### src/wave_capture_pkg.sv
package wave_capture_pkg;

  // adc word layout
  parameter int LANES        = 8;
  parameter int LANE_WIDTH   = 16;
  parameter int SAMPLE_WIDTH = 12;

  // output and timestamp widths
  parameter int DMA_WIDTH = 64;
  parameter int TS_WIDTH  = 32;

  // eight lanes, sample right-aligned in each
  typedef logic [LANES*LANE_WIDTH-1:0] adc_word_t;

  typedef logic [DMA_WIDTH-1:0] dma_beat_t;

  typedef logic [SAMPLE_WIDTH-1:0] sample_t;

  // word index counted from reset
  typedef logic [TS_WIDTH-1:0] timestamp_t;

  typedef enum logic [1:0] {
    ST_PREFILL,
    ST_ARMED,
    ST_POST,
    ST_READOUT
  } ctrl_state_t;

endpackage

### src/trigger_detect.sv
`timescale 1ns/1ps

module trigger_detect (
  input  logic                         aclk,
  input  logic                         rst_n,
  input  logic                         in_valid,
  input  wave_capture_pkg::adc_word_t  in_data,
  input  wave_capture_pkg::sample_t    threshold,
  output logic                         trig_edge,
  output wave_capture_pkg::timestamp_t word_index
);

  logic over;
  logic prev_over;

  // any lane at or above threshold
  always_comb
  begin
    over = 1'b0;
    for (int l = 0; l < wave_capture_pkg::LANES; l++)
    begin
      if (in_data[l*wave_capture_pkg::LANE_WIDTH +: wave_capture_pkg::SAMPLE_WIDTH] >= threshold)
      begin
        over = 1'b1;
      end
    end
  end

  assign trig_edge = in_valid && over && !prev_over;

  // index of the word currently presented
  always_ff @(posedge aclk or negedge rst_n)
  begin
    if (!rst_n)
    begin
      prev_over  <= 1'b0;
      word_index <= '0;
    end
    else if (in_valid)
    begin
      prev_over  <= over;
      word_index <= word_index + 1'b1;
    end
  end

endmodule

### config.mk
export PLATFORM = sky130hd
export DESIGN_NAME = trigger_detect
export DESIGN_NICKNAME = d
export VERILOG_FILES = /design/src/wave_capture_pkg.sv /design/src/trigger_detect.sv
export SDC_FILE = /design/constraint.sdc
export NUM_CORES = 1
export LEC_CHECK = 0
export BUFFER_PORTS_ARGS = -buffer_cell sky130_fd_sc_hd__buf_2
export CAP_MARGIN = 20
export CORE_MARGIN = 5
export CORE_UTILIZATION = 29
export CTS_CLUSTER_DIAMETER = 150
export DETAILED_ROUTE_END_ITERATION = 8
export GPL_TIMING_DRIVEN = 1
export PLACE_DENSITY_LB_ADDON = 0.1
export SETUP_SLACK_MARGIN = 0.4
export SLEW_MARGIN = 40
export SYNTH_ARGS = -nofsm -noshare
export SYNTH_HDL_FRONTEND = slang
export SYNTH_SLANG_ARGS = --single-unit
### constraint.sdc
create_clock -name aclk -period 3.4 [get_ports aclk]
set_input_delay 0.17 -clock aclk [delete_from_list [all_inputs] [get_ports aclk]]
set_output_delay 0.17 -clock aclk [all_outputs]
set_load 0.02 [all_outputs]
==> results.md <==
- GPL Wtd Cong: 0.7927
- Final period utilization: around four fifths
- Crit. End Element: output pin
- Crit-path cells: buf_2 > inv_1 > ha_1 > a22o_1 > a221oi_2 > nand3_1 > or4_1 > nor4_2 > a21oi_1 > buf_2
- Status: finished clean
- Setup violations, final: 0
- Mapped Area: ~3500 um2
- DRC: 0
- Setup CP Type: input pin to output pin
- Post-synth top area cell: ha_1
- # clock sinks: 33
- # port buffers: ~140
- Fin. Hold Viols: 0
- Fraction of layout cells with a size suffix above 1: between 30 and 40%
- Site row count: 40
- Max-slew headroom: about three fifths
- Cell Pwr Density: about 320 nW/um2
- Fin. max-slew vios: 0
- Critical path peak fanout: 8
- CTS tree: built
- I/O Pins: roughly 180
- Share of synthesized registers carrying an async set or reset: 100.0%
- Post-synthesis cell type count: 44
- Vias in the first global route: around 3200
- # placed instances: 668
- Fin cells: just under 700
- Leak Pwr: around 0.0025 uW
- Reg-to-Reg End: word_index[29]
- Tmin final: 2.723 ns
- Die ar.: 14310 um2
- Grt ovf: 0
- Type of origin of the critical path: input pin
- Syn nets: 621
- Initial core utilization: between 20% and 30%
- Post-synth EDFFs: 0
- CP max-delay cell: or4_1
- F_max: about 0.37 GHz
- CTS Buf Count: 5
- Post-DP HPWL: between 8000 and 9000 um
- FF-to-FF Start: word_index[3]
- R2R Setup Slk: approximately 1.3 ns
- Most frequent cells in the layout: 142 x buf_2, 97 x ha_1, 39 x nand2_1
- Most common cell type on the critical path: buf_2
- Final setup TNS: 0 ns
- Die Ht: 119.6 um
- Worst Path Required: between 3 and 4 ns
- Worst path bufs/invs: 3
- Routed Antenna Nets: 0
- CP peak stage delay: 0.53 ns
- R2R cell count: 6
- Core area: 11910 um2
- Max Cap Viol: 0
- WL per Instance: about 15 um
- Top cells by area, synth: ha_1 35%, dfrtp_1 24%, nand2_1 4.2%
- Gr usage total: about 14%
- Via count: approximately 3200
- #FFs+latches synth: 33
- Clk_skew: 0.004684 ns
- Dpl ws: 0.5381 ns
- H-tree levels: 2
- Post-CTS setup buffer count: 0
- Top Family by Delay on Critical Path: simple AND/OR/NAND/NOR gates
- Worst vdd ir: 0.0001877 V
- Unrepaired setup endpoints after global routing: false
- Synth-to-layout area growth: 30.87%
- Data arrival, critical path: about 2.6 ns
- Worst-Margin Slew: between 0.5 and 0.6 ns
- Cells after synthesis: around 380
- Number of synthesis warnings: 0
- HP Class: input pin to flip-flop
- Antenna diodes: 0
- Seq/Total Area, Yosys: between 20% and 30%
- Die width: roughly 120 um
- Global-route wire length before repair: about 16000 um
- Synth Flop Type: dfrtp_1
- Clock latency on the worst-skew pair: about 0.28 ns
- Detailed-route wire length: slightly above 10000 um
- Avg Cell Area, Syn: 9.149 um2
- Drt via density: 4.706
- Critical path startpoint: threshold[11]
- # nets final: 769
- Pin count of the biggest net entering global routing: 34
- Maximum clock path buffer count: 2
- Worst-path clk slew: approximately 0.05 ns
- Post-synth top area share: 34.82%
- CTS Root Cell: clkbuf_16
- Initial antenna violation count: 2
- Overall Power: around 1500 uW
- Most common cell after layout, fill and taps aside: buf_2
- WP depth: 10
- Iteration-0 DRC Markers: 98
- DRT Pass-1 Iters: 6
- Setup ws final: about 0.68 ns
- Critical Path End: trig_edge
## layer usage
layer / part of all wire [%] / GRT usage, % / vias up
met4: 0.61 / 2.577 / 4
met2: 46 / 23.02 / 85
met5: 0.21 / 0 / -
met3: 6.9 / 4.430 / 9
li1: - / - / 1692
met1: 47 / 17.92 / 1396
## per-stage QoR
step / utilization, % / hold WS, ns / area, um2
2_1_floorplan: - / -0.1256 / 3486
3_3_place_gp: 36.68 / 0.2927 / 4369
3_5_place_dp: 36.68 / 0.2972 / 4369
4_1_cts: 38.21 / 0.1909 / 4552
5_1_grt: 38.30 / 0.2400 / 4562
6_report: 38.30 / 0.1881 / 4562
## worst min path at each step
stage              from             end  slack [ns]  depth (start not counted)
2_1_floorplan     rst_n       prev_over       -0.13                          0
3_3_place_gp      rst_n  word_index[28]        0.29                          1
4_1_cts        in_valid   word_index[0]        0.19                          2
3_5_place_dp      rst_n  word_index[28]        0.30                          1
5_1_grt        in_valid   word_index[0]        0.24                          2
6_report       in_valid   word_index[0]        0.19                          2
## final cells by class
cell class	count	area [um2]
Sequential cell	33	825.8
Clock inverter	1	30.03
Tap cell	147	183.9
Timing Repair Buffer	144	728.2
Multi-Input combinational cell	323	2569
Inverter	22	82.58
Fill cell	1256	7350
Clock buffer	7	142.6
## cell usage after synthesis (2+ instances only)
master,n
nand2b_1,3
or4_1,2
nor3_1,8
and4_4,2
a22oi_1,4
nand2_1,39
o211ai_1,3
a2111oi_0,2
nor3b_1,4
and3_1,4
xor2_1,15
ha_1,97
a21o_1,4
nand4_1,8
a211oi_1,2
a21oi_1,25
o22ai_1,3
and4_1,3
inv_1,22
nor2_1,28
xnor2_1,16
nor4_1,4
o21ai_0,16
nor2_2,2
o2111ai_1,2
dfrtp_1,33
nand3_1,13
## worst register-to-register path: cells and delay by family, from the launching register on
kind,cells,cell delay [ns]
flip-flops,1,0.42
AND/OR/NAND/NOR,5,1.41
XOR/XNOR,1,0.16
## logic make-up after synthesis
logic type,synth area share (%)
simple gates,18.92
buf+inv,2.835
flops,23.69
compound gates,11.63
fa+ha+maj,34.82
mux,0.3230
xor+xnor,7.789
## flip-flops by register name (all words and copies together) (netlist names)
signal / flops
word_index: 32
prev_over: 1
## power breakdown
part           internal (uW)  leakage [uW]  switching, uW  total [uW]
Clock                    366     0.0000841            163         529
Sequential               433      0.000439           48.4         481
Combinational            206       0.00195            251         458
## what timing repair did
item                       CTS  global route
hold endpoints to repair    17             0
setup endpoints to repair    0             1
gates resized for setup      0             1
hold buffers                 1             0
(Power assumes the default switching activity.)
