===== src/wave_capture_pkg.sv =====
package wave_capture_pkg;

  // adc word layout
  parameter int LANES        = 8;
  parameter int LANE_WIDTH   = 16;
  parameter int SAMPLE_WIDTH = 12;

  // output and timestamp widths
  parameter int DMA_WIDTH = 64;
  parameter int TS_WIDTH  = 32;

  // eight lanes, sample right-aligned in each
  typedef logic [LANES*LANE_WIDTH-1:0] adc_word_t;

  typedef logic [DMA_WIDTH-1:0] dma_beat_t;

  typedef logic [SAMPLE_WIDTH-1:0] sample_t;

  // word index counted from reset
  typedef logic [TS_WIDTH-1:0] timestamp_t;

  typedef enum logic [1:0] {
    ST_PREFILL,
    ST_ARMED,
    ST_POST,
    ST_READOUT
  } ctrl_state_t;

endpackage


===== src/stream_framer.sv =====
`timescale 1ns/1ps

module stream_framer (
  input  logic                         aclk,
  input  logic                         rst_n,
  input  logic                         ts_valid,
  input  wave_capture_pkg::timestamp_t timestamp,
  input  logic                         beat_valid,
  output logic                         beat_ready,
  input  wave_capture_pkg::dma_beat_t  beat_data,
  input  logic                         beat_last,
  output wave_capture_pkg::dma_beat_t  m_axis_tdata,
  output logic                         m_axis_tvalid,
  output logic                         m_axis_tuser,
  output logic                         m_axis_tlast,
  input  logic                         m_axis_tready,
  output logic                         frame_done
);

  logic out_free;
  logic load_hdr;
  // frame open until its tlast beat leaves
  logic busy;
  // header sent, data beats flowing
  logic pass;

  assign out_free   = !m_axis_tvalid || m_axis_tready;
  assign load_hdr   = ts_valid && !busy && out_free;
  assign beat_ready = pass && out_free;
  assign frame_done = m_axis_tvalid && m_axis_tready && m_axis_tlast;

  always_ff @(posedge aclk)
  begin
    if (load_hdr)
    begin
      m_axis_tdata <= wave_capture_pkg::dma_beat_t'(timestamp);
    end
    else if (beat_valid && beat_ready)
    begin
      m_axis_tdata <= beat_data;
    end
  end

  always_ff @(posedge aclk or negedge rst_n)
  begin
    if (!rst_n)
    begin
      m_axis_tvalid <= 1'b0;
      m_axis_tuser  <= 1'b0;
      m_axis_tlast  <= 1'b0;
      busy          <= 1'b0;
      pass          <= 1'b0;
    end
    else
    begin
      if (frame_done)
      begin
        busy <= 1'b0;
      end
      if (load_hdr)
      begin
        m_axis_tvalid <= 1'b1;
        m_axis_tuser  <= 1'b1;
        m_axis_tlast  <= 1'b0;
        busy          <= 1'b1;
        pass          <= 1'b1;
      end
      else if (beat_valid && beat_ready)
      begin
        m_axis_tvalid <= 1'b1;
        m_axis_tuser  <= 1'b0;
        m_axis_tlast  <= beat_last;
        if (beat_last)
        begin
          pass <= 1'b0;
        end
      end
      else if (m_axis_tready)
      begin
        m_axis_tvalid <= 1'b0;
      end
    end
  end

endmodule


===== config.mk =====
export PLATFORM = sky130hd
export DESIGN_NAME = stream_framer
export DESIGN_NICKNAME = d
export VERILOG_FILES = /design/src/wave_capture_pkg.sv /design/src/stream_framer.sv
export SDC_FILE = /design/constraint.sdc
export NUM_CORES = 1
export LEC_CHECK = 0
export ABC_CLOCK_PERIOD_IN_PS = 6000
export BUFFER_PORTS_ARGS = -buffer_cell sky130_fd_sc_hd__buf_2
export CAP_MARGIN = 20
export CORE_MARGIN = 8
export CORE_UTILIZATION = 40
export CTS_CLUSTER_DIAMETER = 100
export DETAILED_ROUTE_END_ITERATION = 8
export PLACE_DENSITY = 0.86
export SYNTH_ARGS = -nofsm -noshare
export SYNTH_HDL_FRONTEND = slang
export SYNTH_SLANG_ARGS = --single-unit

===== constraint.sdc =====
create_clock -name aclk -period 6 [get_ports aclk]
set_input_delay 0.3 -clock aclk [delete_from_list [all_inputs] [get_ports aclk]]
set_output_delay 0.3 -clock aclk [all_outputs]
set_load 0.01 [all_outputs]

==> summary.md <==
| Metric | Value |
|---|---|
| Worst slew pin tran | `roughly 1.0 ns` |
| Synth unique cells | `20` |
| Num CTS Buffers | `9` |
| Synthesized Nets | `338` |
| CP Data Arrival Time | `roughly 2.3 ns` |
| Peak supply drop | `between 0.0001 and 0.00015 V` |
| Worst reg2reg path depth | `5` |
| RSZ-0062 raised after global routing | `no` |
| Detailed Place HPWL | `around 6700 µm` |
| Part of the power in registers | `between 40 and 50%` |
| Most frequent cells in the layout | `170 x buf_2, 35 x o21ai_0, 34 x nand3_1` |
| Global-route wire length before repair | `approximately 14,000 µm` |
| GP Congestion | `between 0.7 and 0.8` |
| Final hold violations | `0` |
| DRT Wirelength | `around 9000 µm` |
| Drt wl/cell | `about 18 µm` |
| Buffers on Ports | `170` |
| # fillers | `617` |
| Post-CTS sizing | `0` |
| Max cap viols | `0` |
| Initial Util | `between 40% and 50%` |
| Core Area | `slightly above 7000 µm²` |
| DR DRC count | `0` |
| Layout area overhead | `40.7%` |
| Clk buf depth | `2` |
| Clk slew on worst S/H paths | `~0.07 ns` |
| Gr ovfl total | `0` |
| Switching portion of total power | `around a fifth` |
| Ys Warns | `0` |
| Net switching power | `between 0.00015 and 0.0002 W` |
| Largest net degree at the start of global routing | `38` |
| Fin. max-slew vios | `0` |
| HP Class | `input port to flip-flop` |
| Worst clock skew | `about 0.011 ns` |
| Relative slew margins | `a little under a third` |
| FMAX | `between 400 and 500 MHz` |
| Setup TNS | `0 ns` |
| CTS H-tree lvls | `3` |
| Combinational share of power | `under 10%` |
| Clk Latency, worst-skew pair | `0.34 ns` |
| Clock power frac | `a little under half` |
| Vias in the first global route | `about 2,700` |
| Clock root buffer master | `clkbuf_8` |
| Fin crit share | `around 39%` |
| CTS Sinks | `69` |
| Vias | `around 2,500` |
| Top-Level Pins | `171` |
| CP max FO | `37` |
| Syn Area/Cell | `approximately 12 µm²` |
| Drt first pass iters | `4` |
| Hold path cells | `3` |
| Finished Core Util | `57.3%` |
| First DRT Iteration DRCs | `roughly 110` |
| Commonest non-fill, non-tap cell in the layout | `buf_2` |
| Die H | `about 100 µm` |
| Final ANT Viol Nets | `0` |
| Die area | `between 10,000 and 15,000 µm²` |
| PwrDens | `242 nW/µm²` |
| Sequential share of the synthesized area | `roughly three fifths` |
| Synth Cell Area | `between 2000 and 3000 µm²` |
| Via density | `about 5` |
| Std cell rows | `31` |
| Setup crit start kind | `flip-flop` |
| Post-Synthesis Cells | `between 200 and 250` |
| Layout cells sized above 1 | `a little under three fifths` |
| CP Class | `flip-flop to flip-flop` |
| Setup-failing EPs final | `0` |
| CTS tree | `yes` |
| Antenna cells | `0` |
| Die X | `around 100 µm` |
| Crit path time final | `2.34 ns` |
| Int Power | `between 0.0008 and 0.0009 W` |
| Worst setup EP type | `flip-flop` |
| Required @ worst endpoint | `5.99 ns` |
| Status | `finished clean` |
| Yosys reg bits | `a little under 70` |
| Initial antenna violation count | `1` |
| Final #Nets | `~500` |
| Leak | `1.96 nW` |
| GRT Overall Usage | `about 17%` |
[power by group through the flow]
stage                     sequential (W)  clock [W]  combinational, W
after CTS                       0.000491   0.000460         0.0000520
after global placement          0.000502          0         0.0000495
after detailed placement        0.000502          0         0.0000508
after floorplan                 0.000502          0         0.0000152
after global routing            0.000491   0.000478         0.0000558
final                           0.000491   0.000447         0.0000515
[routing by layer]
metal	GRT usage (%)	share of wire, %
met1	18.8	38
met2	29.0	50
met3	6.80	11
met4	7.22	0.95
met5	0	0.12
[timing repair]
| item | CTS | global route |
|---|---|---|
| hold endpoints to repair | 5 | 0 |
| buffers inserted | 0 | 0 |
| hold buffers | 1 | 0 |
[cells in the mapped netlist]
library cell | number | share of area [%]
and3_1 | 2 | 0.43
buf_2 | 2 | 0.34
nand2b_1 | 1 | 0.22
nand3_4 | 1 | 0.60
dfrtp_1 | 5 | 4.3
inv_1 | 1 | 0.13
mux2_4 | 26 | 13
nand2_1 | 2 | 0.26
buf_6 | 6 | 2.3
dfxtp_1 | 32 | 22
a21oi_1 | 33 | 5.7
edfxtp_1 | 32 | 33
and2_1 | 2 | 0.43
a21o_1 | 1 | 0.26
buf_4 | 1 | 0.26
clkbuf_1 | 12 | 1.6
and2b_1 | 1 | 0.26
nand3_1 | 34 | 5.9
o21ai_0 | 36 | 6.2
mux2_2 | 6 | 2.3
[cells by family (layout without fill, tap and decap cells)]
logic type	after synthesis	count (layout)	synth area share (%)
and+or+nand+nor	43	43	8.05
muxes	32	32	15.8
DFF	69	69	59.4
buffers and inverters	22	193	4.61
AOI/OAI and AO/OA	70	70	12.1
[cell type report]
class / count / area [µm²] / area share, %
Tap cell: 99 / 124 / 3.03
Inverter: 1 / 3.75 / 0.0918
Clock inverter: 6 / 111 / 2.72
Clock buffer: 10 / 128 / 3.12
Timing Repair Buffer: 176 / 946 / 23.1
Sequential cell: 69 / 1730 / 42.2
Multi-Input combinational cell: 145 / 1050 / 25.7
[final timing paths]
check                                              start                       endpoint  slack [ns]
hold / removal                             beat_data[32]  m_axis_tdata[32]$_SDFFE_PP0P_        0.21
max in group asynchronous                          rst_n               busy$_DFFE_PN0P_        5.51
setup / recovery               m_axis_tvalid$_DFFE_PN0P_      m_axis_tdata[8]$_DFFE_PP_        3.66
setup reg to reg               m_axis_tvalid$_DFFE_PN0P_      m_axis_tdata[8]$_DFFE_PP_        3.66
hold reg to reg            m_axis_tdata[48]$_SDFFE_PP0P_  m_axis_tdata[48]$_SDFFE_PP0P_        0.48
min in group asynchronous                          rst_n      m_axis_tvalid$_DFFE_PN0P_        0.35
[critical path, stage by stage, from the launching register on]
cell      delay (ns)
dfrtp_1         0.40
nand2b_1        0.07
buf_4           0.35
nand3_4         0.56
o21ai_2         0.20
buf_4           0.39
[through the flow]
step	worst slack, ns	hold WS, ns	instances	area, µm²	power (W)
global placement	3.65	0.129	486	3770	0.000552
global route	3.45	0.201	506	4090	0.00102
detailed placement	3.59	0.128	487	3780	0.000553
CTS	3.61	0.193	504	4030	0.00100
floorplan	2.41	0.00441	236	2910	0.000517
finish	3.66	0.213	506	4090	0.000989
[state kept, by name (all words and copies together) (netlist names)]
name and flops:
m_axis_tuser 1, m_axis_tlast 1, m_axis_tvalid 1, pass 1
m_axis_tdata 64, busy 1
No activity file was read; power rests on OpenSTA's default activity.
