**config.mk**
```make
export PLATFORM = sky130hd
export DESIGN_NAME = capture_ctrl
export DESIGN_NICKNAME = d
export VERILOG_FILES = /design/src/wave_capture_pkg.sv /design/src/capture_ctrl.sv
export SDC_FILE = /design/constraint.sdc
export NUM_CORES = 1
export LEC_CHECK = 0
export ABC_CLOCK_PERIOD_IN_PS = 2000
export BUFFER_PORTS_ARGS = -buffer_cell sky130_fd_sc_hd__buf_2
export CORE_MARGIN = 1
export CORE_UTILIZATION = 30
export CTS_BUF_LIST = sky130_fd_sc_hd__clkbuf_4 sky130_fd_sc_hd__clkbuf_8
export DETAILED_ROUTE_END_ITERATION = 6
export PLACE_DENSITY_LB_ADDON = 0.15
export SYNTH_ARGS = -nofsm -noshare
export SYNTH_HDL_FRONTEND = slang
export SYNTH_SLANG_ARGS = --single-unit
export TNS_END_PERCENT = 100
```
**constraint.sdc**
```tcl
create_clock -name aclk -period 2 [get_ports aclk]
set_input_delay 0.4 -clock aclk [delete_from_list [all_inputs] [get_ports aclk]]
set_output_delay 0.4 -clock aclk [all_outputs]
set_load 0.01 [all_outputs]
```
**src/wave_capture_pkg.sv**
```systemverilog
package wave_capture_pkg;

  // adc word layout
  parameter int LANES        = 8;
  parameter int LANE_WIDTH   = 16;
  parameter int SAMPLE_WIDTH = 12;

  // output and timestamp widths
  parameter int DMA_WIDTH = 64;
  parameter int TS_WIDTH  = 32;

  // eight lanes, sample right-aligned in each
  typedef logic [LANES*LANE_WIDTH-1:0] adc_word_t;

  typedef logic [DMA_WIDTH-1:0] dma_beat_t;

  typedef logic [SAMPLE_WIDTH-1:0] sample_t;

  // word index counted from reset
  typedef logic [TS_WIDTH-1:0] timestamp_t;

  typedef enum logic [1:0] {
    ST_PREFILL,
    ST_ARMED,
    ST_POST,
    ST_READOUT
  } ctrl_state_t;

endpackage

```
**src/capture_ctrl.sv**
```systemverilog
`timescale 1ns/1ps

module capture_ctrl #(
  parameter int PRE_LEN  = 12,
  parameter int POST_LEN = 38
) (
  input  logic                         aclk,
  input  logic                         rst_n,
  input  logic                         in_valid,
  input  logic                         trig_edge,
  input  wave_capture_pkg::timestamp_t word_index,
  input  logic                         rd_done,
  input  logic                         frame_done,
  output logic                         wr_en,
  output logic                         rd_start,
  output logic                         ts_valid,
  output wave_capture_pkg::timestamp_t timestamp,
  output logic                         armed
);

  localparam int ACQ_LEN = PRE_LEN + POST_LEN;
  localparam int CNT_W   = $clog2(ACQ_LEN + 1);
  localparam logic [CNT_W-1:0] PRE_LAST  = CNT_W'(PRE_LEN - 1);
  localparam logic [CNT_W-1:0] POST_LAST = CNT_W'(POST_LEN - 1);

  wave_capture_pkg::ctrl_state_t state;
  logic [CNT_W-1:0]              cnt;
  // ring has sent its last word
  logic                          drained;

  // nothing is stored while the window is read out
  assign wr_en = in_valid && (state != wave_capture_pkg::ST_READOUT);
  assign armed = (state == wave_capture_pkg::ST_ARMED);

  always_ff @(posedge aclk or negedge rst_n)
  begin
    if (!rst_n)
    begin
      state    <= wave_capture_pkg::ST_PREFILL;
      cnt      <= '0;
      rd_start <= 1'b0;
      ts_valid <= 1'b0;
      drained  <= 1'b0;
    end
    else
    begin
      rd_start <= 1'b0;
      case (state)
        wave_capture_pkg::ST_PREFILL:
        begin
          if (in_valid)
          begin
            if (cnt == PRE_LAST)
            begin
              state <= wave_capture_pkg::ST_ARMED;
              cnt   <= '0;
            end
            else
            begin
              cnt <= cnt + 1'b1;
            end
          end
        end
        wave_capture_pkg::ST_ARMED:
        begin
          // trigger word is the first post word
          if (trig_edge)
          begin
            if (POST_LAST == '0)
            begin
              state    <= wave_capture_pkg::ST_READOUT;
              rd_start <= 1'b1;
              ts_valid <= 1'b1;
            end
            else
            begin
              state <= wave_capture_pkg::ST_POST;
              cnt   <= CNT_W'(1);
            end
          end
        end
        wave_capture_pkg::ST_POST:
        begin
          if (in_valid)
          begin
            if (cnt == POST_LAST)
            begin
              state    <= wave_capture_pkg::ST_READOUT;
              cnt      <= '0;
              rd_start <= 1'b1;
              ts_valid <= 1'b1;
            end
            else
            begin
              cnt <= cnt + 1'b1;
            end
          end
        end
        default:
        begin
          if (rd_done)
          begin
            drained <= 1'b1;
          end
          if (frame_done && (drained || rd_done))
          begin
            state    <= wave_capture_pkg::ST_PREFILL;
            ts_valid <= 1'b0;
            drained  <= 1'b0;
          end
        end
      endcase
    end
  end

  // latch index of the trigger word
  always_ff @(posedge aclk)
  begin
    if (armed && trig_edge)
    begin
      timestamp <= word_index;
    end
  end

endmodule

```
==> results by group <==
Synthesis
  • Syn Area/Cell: 15.17 µm²
  • Post-synth top area share: 56.06%
  • Post-synth EDFFs: 32
  • Warning count from the yosys run: 0
  • Synth area leader: edfxtp_1
  • Syn_nets: 158
  • Synth Instances: 113
  • Async SR Flop Fraction: 25.58%
  • Cell Area, Synth: 0.001714 mm²
  • Top cells by area, synth: edfxtp_1 (56%), dfrtp_1 (16%), ha_1 (5.1%)
  • Synth unique cells: 32
  • Sequential area share after synthesis: 72.12%
  • Number of synthesized register bits: 43
  • Ys flop type: edfxtp_1
  • Most common cell in the netlist: edfxtp_1
  • Most instantiated cells after synthesis: edfxtp_1 (32), dfrtp_1 (11), a21oi_1 (7), ha_1 (7), nor2_1 (7)

Timing
  • Setup_tns: 0 ns
  • Worst Skew: 0.003349 ns
  • Fin. Hold Viols: 0
  • Final period utilization: 94.27%
  • F_max: 530.4 MHz
  • Endpoints failing setup: 0
  • Unrepaired setup endpoints after global routing: no
  • Rel. slew slack: 71.05%
  • Min Tclk post-route: 1.885 ns
  • Fin. max-slew vios: 0
  • Worst Tran Pin Value: 0.4318 ns

Global route
  • Remaining Overflow, GRT: 0
  • Antenna violations before repair: 0
  • Pin count of the biggest net entering global routing: 33
  • First-pass GRT wire length: 5.547 mm
  • GRT Total Usage: 11.96%
  • Vias in the first global route: 1188

Floorplan
  • Initial Util: 31.13%
  • Die area: 0.006020 mm²
  • I/O pins: 74
  • Die W: 77.59 µm
  • Total core area: 0.005507 mm²
  • Die Y-Extent: 77.59 µm
  • Rows: 27

Critical path
  • Arrival time worst endpoint: 2.05 ns
  • Crit Path Class: reg2reg
  • CP required: 2.16 ns
  • Crit Reg-Reg Endpoint: cnt[0]
  • R2R depth: 6
  • CP startpoint: state[0]
  • Reg2reg setup slack: 0.11 ns
  • Crit-path max FO: 6
  • Crit start category: flop
  • Worst Setup End Kind: flop
  • Worst r2r src: state[0]
  • Worst Setup EP: cnt[0]

Cells and area
  • Area grow syn2layout: 33.72%
  • Filler cell count: 515
  • Final core occ: 41.63%
  • Final Net Count: 240
  • Share of cells above drive strength 1: 45.41%
  • Number of diodes: 0

Detailed routing
  • Iter 0 DRT Violations: 37
  • WL per Instance: 12.63 µm
  • Overall routed net length: 3.384 mm
  • Vias per cell: 4.396
  • Initial DRT Pass Iterations: 4
  • Routed Antenna Nets: 0
  • Residual DRC count: 0
  • Via Count: 1178

Clocking
  • Clock slew at reported path FFs: 0.08 ns
  • CTS max path bufs: 2
  • Worst-Skew Late Latency: 0.28 ns
  • CTS Buf Count: 5
  • Post-CTS Hold Buffers: 1
  • H-tree level count: 2
  • Setup Buffers After CTS: 0
  • CTS sink cnt: 43
  • Clock root buffer: clkbuf_8
  • Post_cts resized: 0
  • CTS tree: built

Place
  • IO buf count: 73
  • Final GP Congestion: 0.8538
  • HPWL reported at the end of detailed placement: 2.603 mm

Power and ir drop
  • Pwr dens: 1238 mW/mm²
  • Leak: 0.001007 µW
  • Peak VDD IR: 0.0005189 V
  • Power Total: 2839 µW

Run status
  • Outcome: finished, final reports clean

Run
  • MaxCap Viol Count: 0

Min path
  • Min-delay worst type: in2reg
  • Hold wc startpoint: word_index[29]
through the flow:
stage               area (µm²)  cells  setup WS [ns]  hold slack [ns]
floorplan                 1715    113         0.2384           0.1044
global placement          2193    259         0.2140           0.2898
detailed placement        2193    259         0.1243           0.2980
CTS                       2292    268        0.09983           0.2701
finish                    2292    268         0.1146           0.2843
global route              2292    268       0.001428           0.2671
metal layers:
layer	vias up	routed length [µm]	part of all wire, %	global-route usage (%)
met5	-	0	0	0
met4	0	42	1.2	4.717
met3	4	267	7.9	4.000
met2	63	1557	46	19.38
met1	526	1516	45	14.65
li1	585	-	-	-
worst min-delay path by stage:
stage / end / slack [ns] / cells past startpoint
global route: timestamp[8] / 0.27 / 1
detailed placement: state[1] / 0.30 / 1
floorplan: cnt[0] / 0.10 / 0
finish: timestamp[29] / 0.28 / 1
CTS: timestamp[23] / 0.27 / 1
global placement: state[0] / 0.29 / 1
logic make-up (layout without fill, tap and decap cells):
family / Yosys count / after routing / share of synthesized area (%)
flops: 43 / 43 / 72.12
simple gates: 30 / 30 / 9.927
compound gates: 24 / 24 / 10.07
fa+ha+maj: 7 / 7 / 5.109
buf+inv: 7 / 90 / 1.605
mux: 2 / 2 / 1.168
sequential cells by signal, indices dropped and copies added, names as in the netlist:
name / flops
drained: 1
state: 2
ts_valid: 1
rd_start: 1
timestamp: 32
cnt: 6
power by group:
part	leakage, µW	total, µW	switching, µW	internal [µW]
Sequential	0.000433	1260	104	1160
Clock	0.0000446	537	280	257
Combinational	0.000530	1040	612	425
Total	0.00101	2840	996	1840
critical path, cell delays in order (launching register included):
cell and delay, ns:
dfrtp_1 0.41, inv_1 0.10, ha_1 0.26, o21ba_1 0.22, or3_1 0.47, a221oi_2 0.20
a22oi_1 0.09
cells in the final DEF (no fill, tap or decap), types with 2 or more instances in the layout:
cell type	count
and2_1	2
a21oi_1	7
nor2b_1	2
nor2_1	7
edfxtp_1	32
mux2i_1	2
o21ai_0	3
and3_1	2
clkbuf_8	5
buf_2	73
nand2_1	6
a211oi_1	2
o211ai_1	3
inv_1	6
ha_1	7
nand3_1	3
dfrtp_1	11
final cells by class:
| cell class | count | area, µm² | area share, % |
|---|---|---|---|
| Clock buffer | 6 | 76.32 | 3.330 |
| Multi-Input combinational cell | 63 | 451.7 | 19.71 |
| Tap cell | 72 | 90.09 | 3.930 |
| Clock inverter | 2 | 12.51 | 0.5459 |
| Timing Repair Buffer | 76 | 402.9 | 17.58 |
| Sequential cell | 43 | 1236 | 53.93 |
| Inverter | 6 | 22.52 | 0.9825 |
(Power assumes the default switching activity.)
