==> src/wave_capture_pkg.sv <==
package wave_capture_pkg;

  // adc word layout
  parameter int LANES        = 8;
  parameter int LANE_WIDTH   = 16;
  parameter int SAMPLE_WIDTH = 12;

  // output and timestamp widths
  parameter int DMA_WIDTH = 64;
  parameter int TS_WIDTH  = 32;

  // eight lanes, sample right-aligned in each
  typedef logic [LANES*LANE_WIDTH-1:0] adc_word_t;

  typedef logic [DMA_WIDTH-1:0] dma_beat_t;

  typedef logic [SAMPLE_WIDTH-1:0] sample_t;

  // word index counted from reset
  typedef logic [TS_WIDTH-1:0] timestamp_t;

  typedef enum logic [1:0] {
    ST_PREFILL,
    ST_ARMED,
    ST_POST,
    ST_READOUT
  } ctrl_state_t;

endpackage

==> src/word_stream_if.sv <==
`timescale 1ns/1ps

interface word_stream_if;

  logic                       valid;
  logic                       ready;
  wave_capture_pkg::adc_word_t data;
  // final word of the window
  logic                       last;

  modport source (
    output valid,
    output data,
    output last,
    input  ready
  );

  modport sink (
    input  valid,
    input  data,
    input  last,
    output ready
  );

endinterface

==> src/width_converter.sv <==
`timescale 1ns/1ps

module width_converter (
  input  logic                        aclk,
  input  logic                        rst_n,
  word_stream_if.sink                 words,
  output logic                        beat_valid,
  input  logic                        beat_ready,
  output wave_capture_pkg::dma_beat_t beat_data,
  output logic                        beat_last
);

  localparam int BW = $bits(wave_capture_pkg::dma_beat_t);

  wave_capture_pkg::adc_word_t word_q;
  logic                        last_q;
  // high half on the output
  logic                        half;

  // take a new word once the high half leaves
  assign words.ready = !beat_valid || (half && beat_ready);

  assign beat_data = half ? word_q[2*BW-1:BW] : word_q[BW-1:0];
  assign beat_last = half && last_q;

  always_ff @(posedge aclk)
  begin
    if (words.valid && words.ready)
    begin
      word_q <= words.data;
    end
  end

  always_ff @(posedge aclk or negedge rst_n)
  begin
    if (!rst_n)
    begin
      beat_valid <= 1'b0;
      half       <= 1'b0;
      last_q     <= 1'b0;
    end
    else if (words.valid && words.ready)
    begin
      beat_valid <= 1'b1;
      half       <= 1'b0;
      last_q     <= words.last;
    end
    else if (beat_valid && beat_ready)
    begin
      if (!half)
      begin
        half <= 1'b1;
      end
      else
      begin
        beat_valid <= 1'b0;
      end
    end
  end

endmodule

==> src/flat_wrapper.sv <==
// flat-port wrapper written by rule: the top's interface ports become plain ports
module width_converter_flat 
  (aclk, rst_n, beat_valid, beat_ready, beat_data, beat_last, words_valid, words_data, words_last, words_ready);
  word_stream_if words_i ();
  input  logic aclk;
  input  logic rst_n;
  output logic beat_valid;
  input  logic beat_ready;
  output wave_capture_pkg::dma_beat_t beat_data;
  output logic beat_last;
  input wire logic [$bits(words_i.valid)-1:0] words_valid;
  input wire logic [$bits(words_i.data)-1:0] words_data;
  input wire logic [$bits(words_i.last)-1:0] words_last;
  output wire logic [$bits(words_i.ready)-1:0] words_ready;
  assign words_i.valid = words_valid;
  assign words_i.data = words_data;
  assign words_i.last = words_last;
  assign words_ready = words_i.ready;
  width_converter u_core (.aclk(aclk), .rst_n(rst_n), .words(words_i), .beat_valid(beat_valid), .beat_ready(beat_ready), .beat_data(beat_data), .beat_last(beat_last));
endmodule
==> config.mk <==
export PLATFORM = sky130hd
export DESIGN_NAME = width_converter_flat
export DESIGN_NICKNAME = d
export VERILOG_FILES = /design/src/wave_capture_pkg.sv /design/src/word_stream_if.sv /design/src/width_converter.sv /design/src/flat_wrapper.sv
export SDC_FILE = /design/constraint.sdc
export NUM_CORES = 1
export LEC_CHECK = 0
export ABC_AREA = 1
export ABC_CLOCK_PERIOD_IN_PS = 8500
export BUFFER_PORTS_ARGS = -buffer_cell sky130_fd_sc_hd__buf_2
export CAP_MARGIN = 20
export CELL_PAD_IN_SITES_DETAIL_PLACEMENT = 1
export CELL_PAD_IN_SITES_GLOBAL_PLACEMENT = 2
export CORE_MARGIN = 2
export CORE_UTILIZATION = 32
export CTS_BUF_LIST = sky130_fd_sc_hd__clkbuf_16
export DETAILED_ROUTE_END_ITERATION = 16
export PLACE_DENSITY = 0.94
export SLEW_MARGIN = 20
export SYNTH_ARGS = -nofsm -noshare
export SYNTH_HDL_FRONTEND = slang
export SYNTH_SLANG_ARGS = --single-unit
==> constraint.sdc <==
create_clock -name aclk -period 8.5 [get_ports aclk]
set_input_delay 0.85 -clock aclk [delete_from_list [all_inputs] [get_ports aclk]]
set_output_delay 0.85 -clock aclk [all_outputs]
set_load 0.05 [all_outputs]
==> results of run 1 <==
==> worst max-delay path by stage <==
stage                            start                            to  cells after the start
2_1_floorplan               beat_ready    u_core.word_q[0]$_DFFE_PP_                      4
3_3_place_gp   u_core.half$_DFFE_PN0P_                 beat_data[39]                      5
3_5_place_dp   u_core.half$_DFFE_PN0P_  u_core.word_q[125]$_DFFE_PP_                      6
4_1_cts        u_core.half$_DFFE_PN0P_                 beat_data[51]                      5
5_1_grt        u_core.half$_DFFE_PN0P_                 beat_data[39]                      5
6_report       u_core.half$_DFFE_PN0P_                 beat_data[39]                      5
==> synth_stat cells (all sizes together) <==
master,n
nand3,1
edfxtp,128
inv,4
dfrtp,3
nand2,202
buf,14
==> layer usage <==
metal / global-route usage / vias up / part of all wire
met5: 0 / - / 0
met4: 0.0582 / 0 / 0.016
met3: 0.0498 / 13 / 0.074
met2: 0.237 / 139 / 0.48
met1: 0.183 / 1521 / 0.43
li1: - / 1594 / -
==> power by group through the flow <==
stage / combinational (mW) / clock (mW) / sequential (mW)
final: 1.15 / 0.705 / 0.901
after detailed placement: 1.16 / 0 / 0.915
after CTS: 1.17 / 0.724 / 0.902
after global routing: 1.23 / 0.751 / 0.913
after floorplan: 0.893 / 0 / 0.928
after global placement: 1.14 / 0 / 0.906
==> critical path, delay by kind of cell (launching register included) <==
kind	cells	cell delay, ns
flip-flops	1	0.34
buffers and inverters	3	1.75
AND/OR/NAND/NOR	2	0.40
==> kinds of logic after synthesis <==
family | after synthesis
and+or+nand+nor | 203
DFF | 131
buffers and inverters | 18
==> sequential cells by signal, summed over array words and instances (netlist names) <==
register / flops
u_core.word_q: 128
u_core.last_q: 1
u_core.half: 1
u_core.beat_valid: 1
==> final cells by class <==
class | count | area (um2) | share of cell area
multi-input cells | 203 | 763 | 0.117
clock inverters | 15 | 150 | 0.0230
clock buffers | 17 | 425 | 0.0653
well taps | 184 | 230 | 0.0353
flip-flops and latches | 131 | 3920 | 0.601
repair buffers | 201 | 1010 | 0.155
inverters | 4 | 18.8 | 0.00288
==> per-stage QoR <==
stage	setup slack, ns	hold WS, ns	cells
floorplan	4.04	0.442	352
global placement	5.43	0.468	723
detailed placement	5.32	0.481	723
CTS	4.86	0.211	755
global route	4.34	0.210	755
finish	4.70	0.235	755
==> out/metrics.csv, run 1 <==
metric;value;unit
grt_usage;0.147;
critical_path_arrival;2.95;ns
drv_slew;0;
grt_pass1_wl;18000;um
antenna_cells;0;
yosysUniqueCellTypes;9;
drtAntennaViolNets;0;
dpl_cell_area;5940;um2
grt_max_degree;69;
h-tree-depth;4;
die_w;127;um
setup_viol;0;
fin_area;6520;um2
p_int;1.53;mW
final.fill_count;1597;
synthSimpleGateAreaFrac;0.159;
final_cell_mix;nand2_1 (202), buf_2 (199), edfxtp_1 (128), clkbuf_16 (17), inv_1 (5);
finalCriticalPeriod;3.80;ns
die_h;127;um
drt-initial-drc-count;106;
wl;11400;um
pwr-share-seq;0.327;
area_delta_synth_final;35.6;%
syn-num-nets;485;
drive_gt1_frac;0.403;
final_util;0.447;
finalNetCount;691;
path_clk_slew;0.05;ns
status;completed;
overflow;0;
seq_area_frac_synth;0.815;
p_sw_frac;0.443;
p_per_area;422;nW/um2
grt_pass1_vias;3511;
hold_viol;0;
drtPass1Iterations;4;
r2r_setup_slack;5.35;ns
clk_path_buf_depth;2;
cts.sinks;131;
rows;44;
p_leak;2.95;nW
cp.required;7.65;ns
timing.final.crit_share;0.447;
synth-adder-area-share;0;
cts_setup_buffers;0;
initial_core_util;0.329;
cts_tree;built;
cts-resized-gates;0;
design.die.area;16000;um2
ios;200;
cp_slowest_stage_delay;0.94;ns
synth-xor-area-share;0;
insertion_delay;0.40;ns
synth.mux.area_fraction;0;
ys_top_cells_by_area;edfxtp_1 (80%), nand2_1 (16%), dfrtp_1 (1.6%);
max_cap_violations;0;
fin_skew;0.00380;ns
rsz0062_at_grt;no;
yosysTopAreaCell;edfxtp_1;
slew_headroom;0.375;
synth_top_area_frac;0.800;
max_slew.worst_pin.slew;0.936;ns
synth_top_family_by_area;simple AND/OR/NAND/NOR gates;
antenna_found_initial;0;
postCtsHoldBufs;0;
numCtsBuffers;17;
crit_chain;buf_4, clkinv_2, nand2_1, nand2_1, buf_2;
syn_inst;352;
start_kind;register;
cp_max_fo;67;
cp-end-kind;output port;
p_switching;1.22;mW
dp_hpwl;7840;um
wl_per_cell;15.1;um
r2r_cells;6;
clkPwrFrac;0.256;
gp_congestion;0.735;
synth_compound_area_frac;0;
critical_path_class;reg2out;
ys_warn_count;0;
r2r_end;u_core.word_q[107]$_DFFE_PP_;
avgSynthCellArea;13.7;um2
ys_seq_elements;131;
mostFrequentLayoutCell;nand2_1;
peakVddDrop;0.258;mV
drc_errors;0;
syn_area;4810;um2
clockRootBuffer;clkbuf_16;
fmax;0.263;GHz
hold_path_class;in2async;
combPwrFrac;0.417;
viasPerCell;4.33;
p_total;2.75;mW
cpMaxStageDelayCell;clkinv_2;
worst_path_most_repeated_cell;nand2_1;
tns;0;ns
r2r_start;u_core.half$_DFFE_PN0P_;
vias;3267;
coreArea;14600;um2
portBuffers;199;
Note: power is estimated with default switching activity, not from simulation.
==> run 2: changes to the inputs <==
ABC_CLOCK_PERIOD_IN_PS = 3800   (was 8500)
CORE_UTILIZATION = 30   (was 32)
PLACE_DENSITY = 0.9   (was 0.94)
clock period = 3.8 ns   (was 8.5 ns; I/O delays follow)
==> run 2 against run 1 <==
  * Critical path depth is the same
  * Core utilization shrank 2.9 points
  * Worst setup slack lost 3.5 ns
  * Non-clock buffer count grew 3
==> out/metrics.csv, run 2 (same netlist as run 1, synthesis figures left out) <==
metric;value;unit
critical_path_arrival;2.25;ns
cp_max_fo;36;
dp_hpwl;8580;um
vias;3347;
min_delay_worst_endpoint;u_core.word_q[119]$_DFFE_PP_;
regArea;3920;um2
drtAntennaViolNets;0;
r2r_setup_slack;1.63;ns
finalNetCount;694;
fin_skew;0.00603;ns
gp_congestion;0.706;
overflow;0;
final_cells;790;
cts-resized-gates;0;
portBuffers;199;
hold_depth;1;
slew_headroom;0.630;
final_cell_mix;nand2_1 (202), buf_2 (199), edfxtp_1 (128), clkbuf_16 (17), clkinv_1 (5);
grt_usage;0.143;
dp.cells;757;
hp-start;words_data[119];
start_kind;register;
mostFrequentLayoutCell;nand2_1;
max_cap_violations;0;
r2r_start;u_core.half$_DFFE_PN0P_;
initial_core_util;0.305;
largest_reg_flops;128;
numCtsBuffers;17;
grt_pass1_wl;18100;um
gr-usage-met3;0.0444;
clk_path_buf_depth;2;
rsz0062_at_grt;no;
viasPerCell;4.24;
r2r_cells;5;
peakVddDrop;0.399;mV
finalCriticalPeriod;2.63;ns
setup_viol;0;
grt-busiest-layer;met2;
path_clk_slew;0.06;ns
coreArea;15800;um2
antenna_cells;0;
regMostFlops;u_core.word_q;
use_met1;0.157;
p_sw_frac;0.449;
timing.final.crit_share;0.692;
fin_ws;1.17;ns
drive_gt1_frac;0.402;
p_leak;2.96;nW
cts.sinks;131;
design.die.area;17000;um2
drc_errors;0;
final.fill_count;1774;
max_slew.worst_pin.slew;0.555;ns
cts_setup_buffers;0;
r2r_end;u_core.word_q[113]$_DFFE_PP_;
detailedPlace.worstSlack;1.55;ns
cp-end-kind;output port;
cp.required;3.42;ns
combPwrFrac;0.417;
ios;200;
p_switching;2.76;mW
wl;12100;um
tns;0;ns
multi_input_area;763;um2
grt_pass1_vias;3593;
die_h;131;um
hold_path_class;in2reg;
fmax;0.380;GHz
critical_path_class;reg2out;
grt_max_degree;72;
p_int;3.39;mW
pwr-share-seq;0.335;
cts_tree;built;
use_met2;0.255;
status;completed;
drv_slew;0;
h-tree-depth;4;
antenna_found_initial;0;
insertion_delay;0.41;ns
hold_viol;0;
drtPass1Iterations;4;
drt-initial-drc-count;127;
clockRootBuffer;clkbuf_16;
area_delta_synth_final;37.3;%
rows;46;
clkPwrFrac;0.248;
p_per_area;933;nW/um2
die_w;131;um
wl_per_cell;15.4;um
## run 2: cell types whose count changed in the layout (fill, tap and decap cells not counted)
cell,before,now
buf_12,0,3
buf_4,2,1
bufinv_16,3,2
clkinv_1,3,5
clkinv_2,4,3
clkinv_4,0,1
dlygate4sd3_1,0,1
inv_1,5,4
inv_2,0,1
inv_4,1,0
## run 2: worst max-delay path by stage
| stage | depth (start not counted) | slack (ns) | from | endpoint |
|---|---|---|---|---|
| finish | 5 | 1.17 | u_core.half$_DFFE_PN0P_ | beat_data[54] |
| global route | 5 | 0.94 | u_core.half$_DFFE_PN0P_ | beat_data[58] |
| CTS | 5 | 1.09 | u_core.half$_DFFE_PN0P_ | beat_data[51] |
| detailed placement | 5 | 1.55 | u_core.half$_DFFE_PN0P_ | beat_data[51] |
| global placement | 4 | 1.37 | u_core.half$_DFFE_PN0P_ | beat_data[62] |
| floorplan | 3 | 0.11 | u_core.beat_valid$_DFFE_PN0P_ | u_core.word_q[0]$_DFFE_PP_ |
## run 2: through the flow
| step | instance area [um2] | hold WS, ns | total power, mW | utilization |
|---|---|---|---|---|
| floorplan | 4810 | 0.0844 | 4.06 | - |
| finish | 6600 | 0.142 | 6.15 | 0.418 |
| global route | 6600 | 0.120 | 6.47 | 0.418 |
| detailed placement | 6040 | 0.180 | 4.70 | 0.383 |
| global placement | 6020 | 0.178 | 4.62 | 0.381 |
| CTS | 6600 | 0.117 | 6.24 | 0.418 |
## run 2: final cells by class
cell class                 instances  share of cell area
timing repair buffer             204               0.163
clock buffer                      17              0.0645
multi-input combinational        203               0.116
sequential                       131               0.594
clock inverter                    15              0.0190
inverter                           4             0.00285
tap                              216              0.0410
## run 2: power by group through the flow
stage	Clock, mW	Sequential [mW]	Combinational, mW
after floorplan	0	2.06	2.00
after global placement	0	2.07	2.54
after detailed placement	0	2.09	2.61
after CTS	1.57	2.06	2.61
after global routing	1.62	2.09	2.75
final	1.53	2.06	2.57
## run 2: routing by layer
layer | up-vias | wire [um] | share of wire
met4 | 0 | 269 | 0.022
met2 | 118 | 6350 | 0.52
met5 | - | 0 | 0
met3 | 18 | 725 | 0.060
li1 | 1602 | - | -
met1 | 1609 | 4800 | 0.40
## run 2: worst max-delay path, stage by stage (launching register included)
cell and delay (ns):
dfrtp_2 0.61, inv_2 0.51, buf_12 0.27, nand2_1 0.07, nand2_1 0.08, buf_2 0.27
## run 2: repair_timing
| action | 4_1_cts | 5_1_grt |
|---|---|---|
| hold buffers | 1 | 0 |
| hold endpoints to repair | 3 | 0 |
| setup endpoints to repair | 0 | 0 |
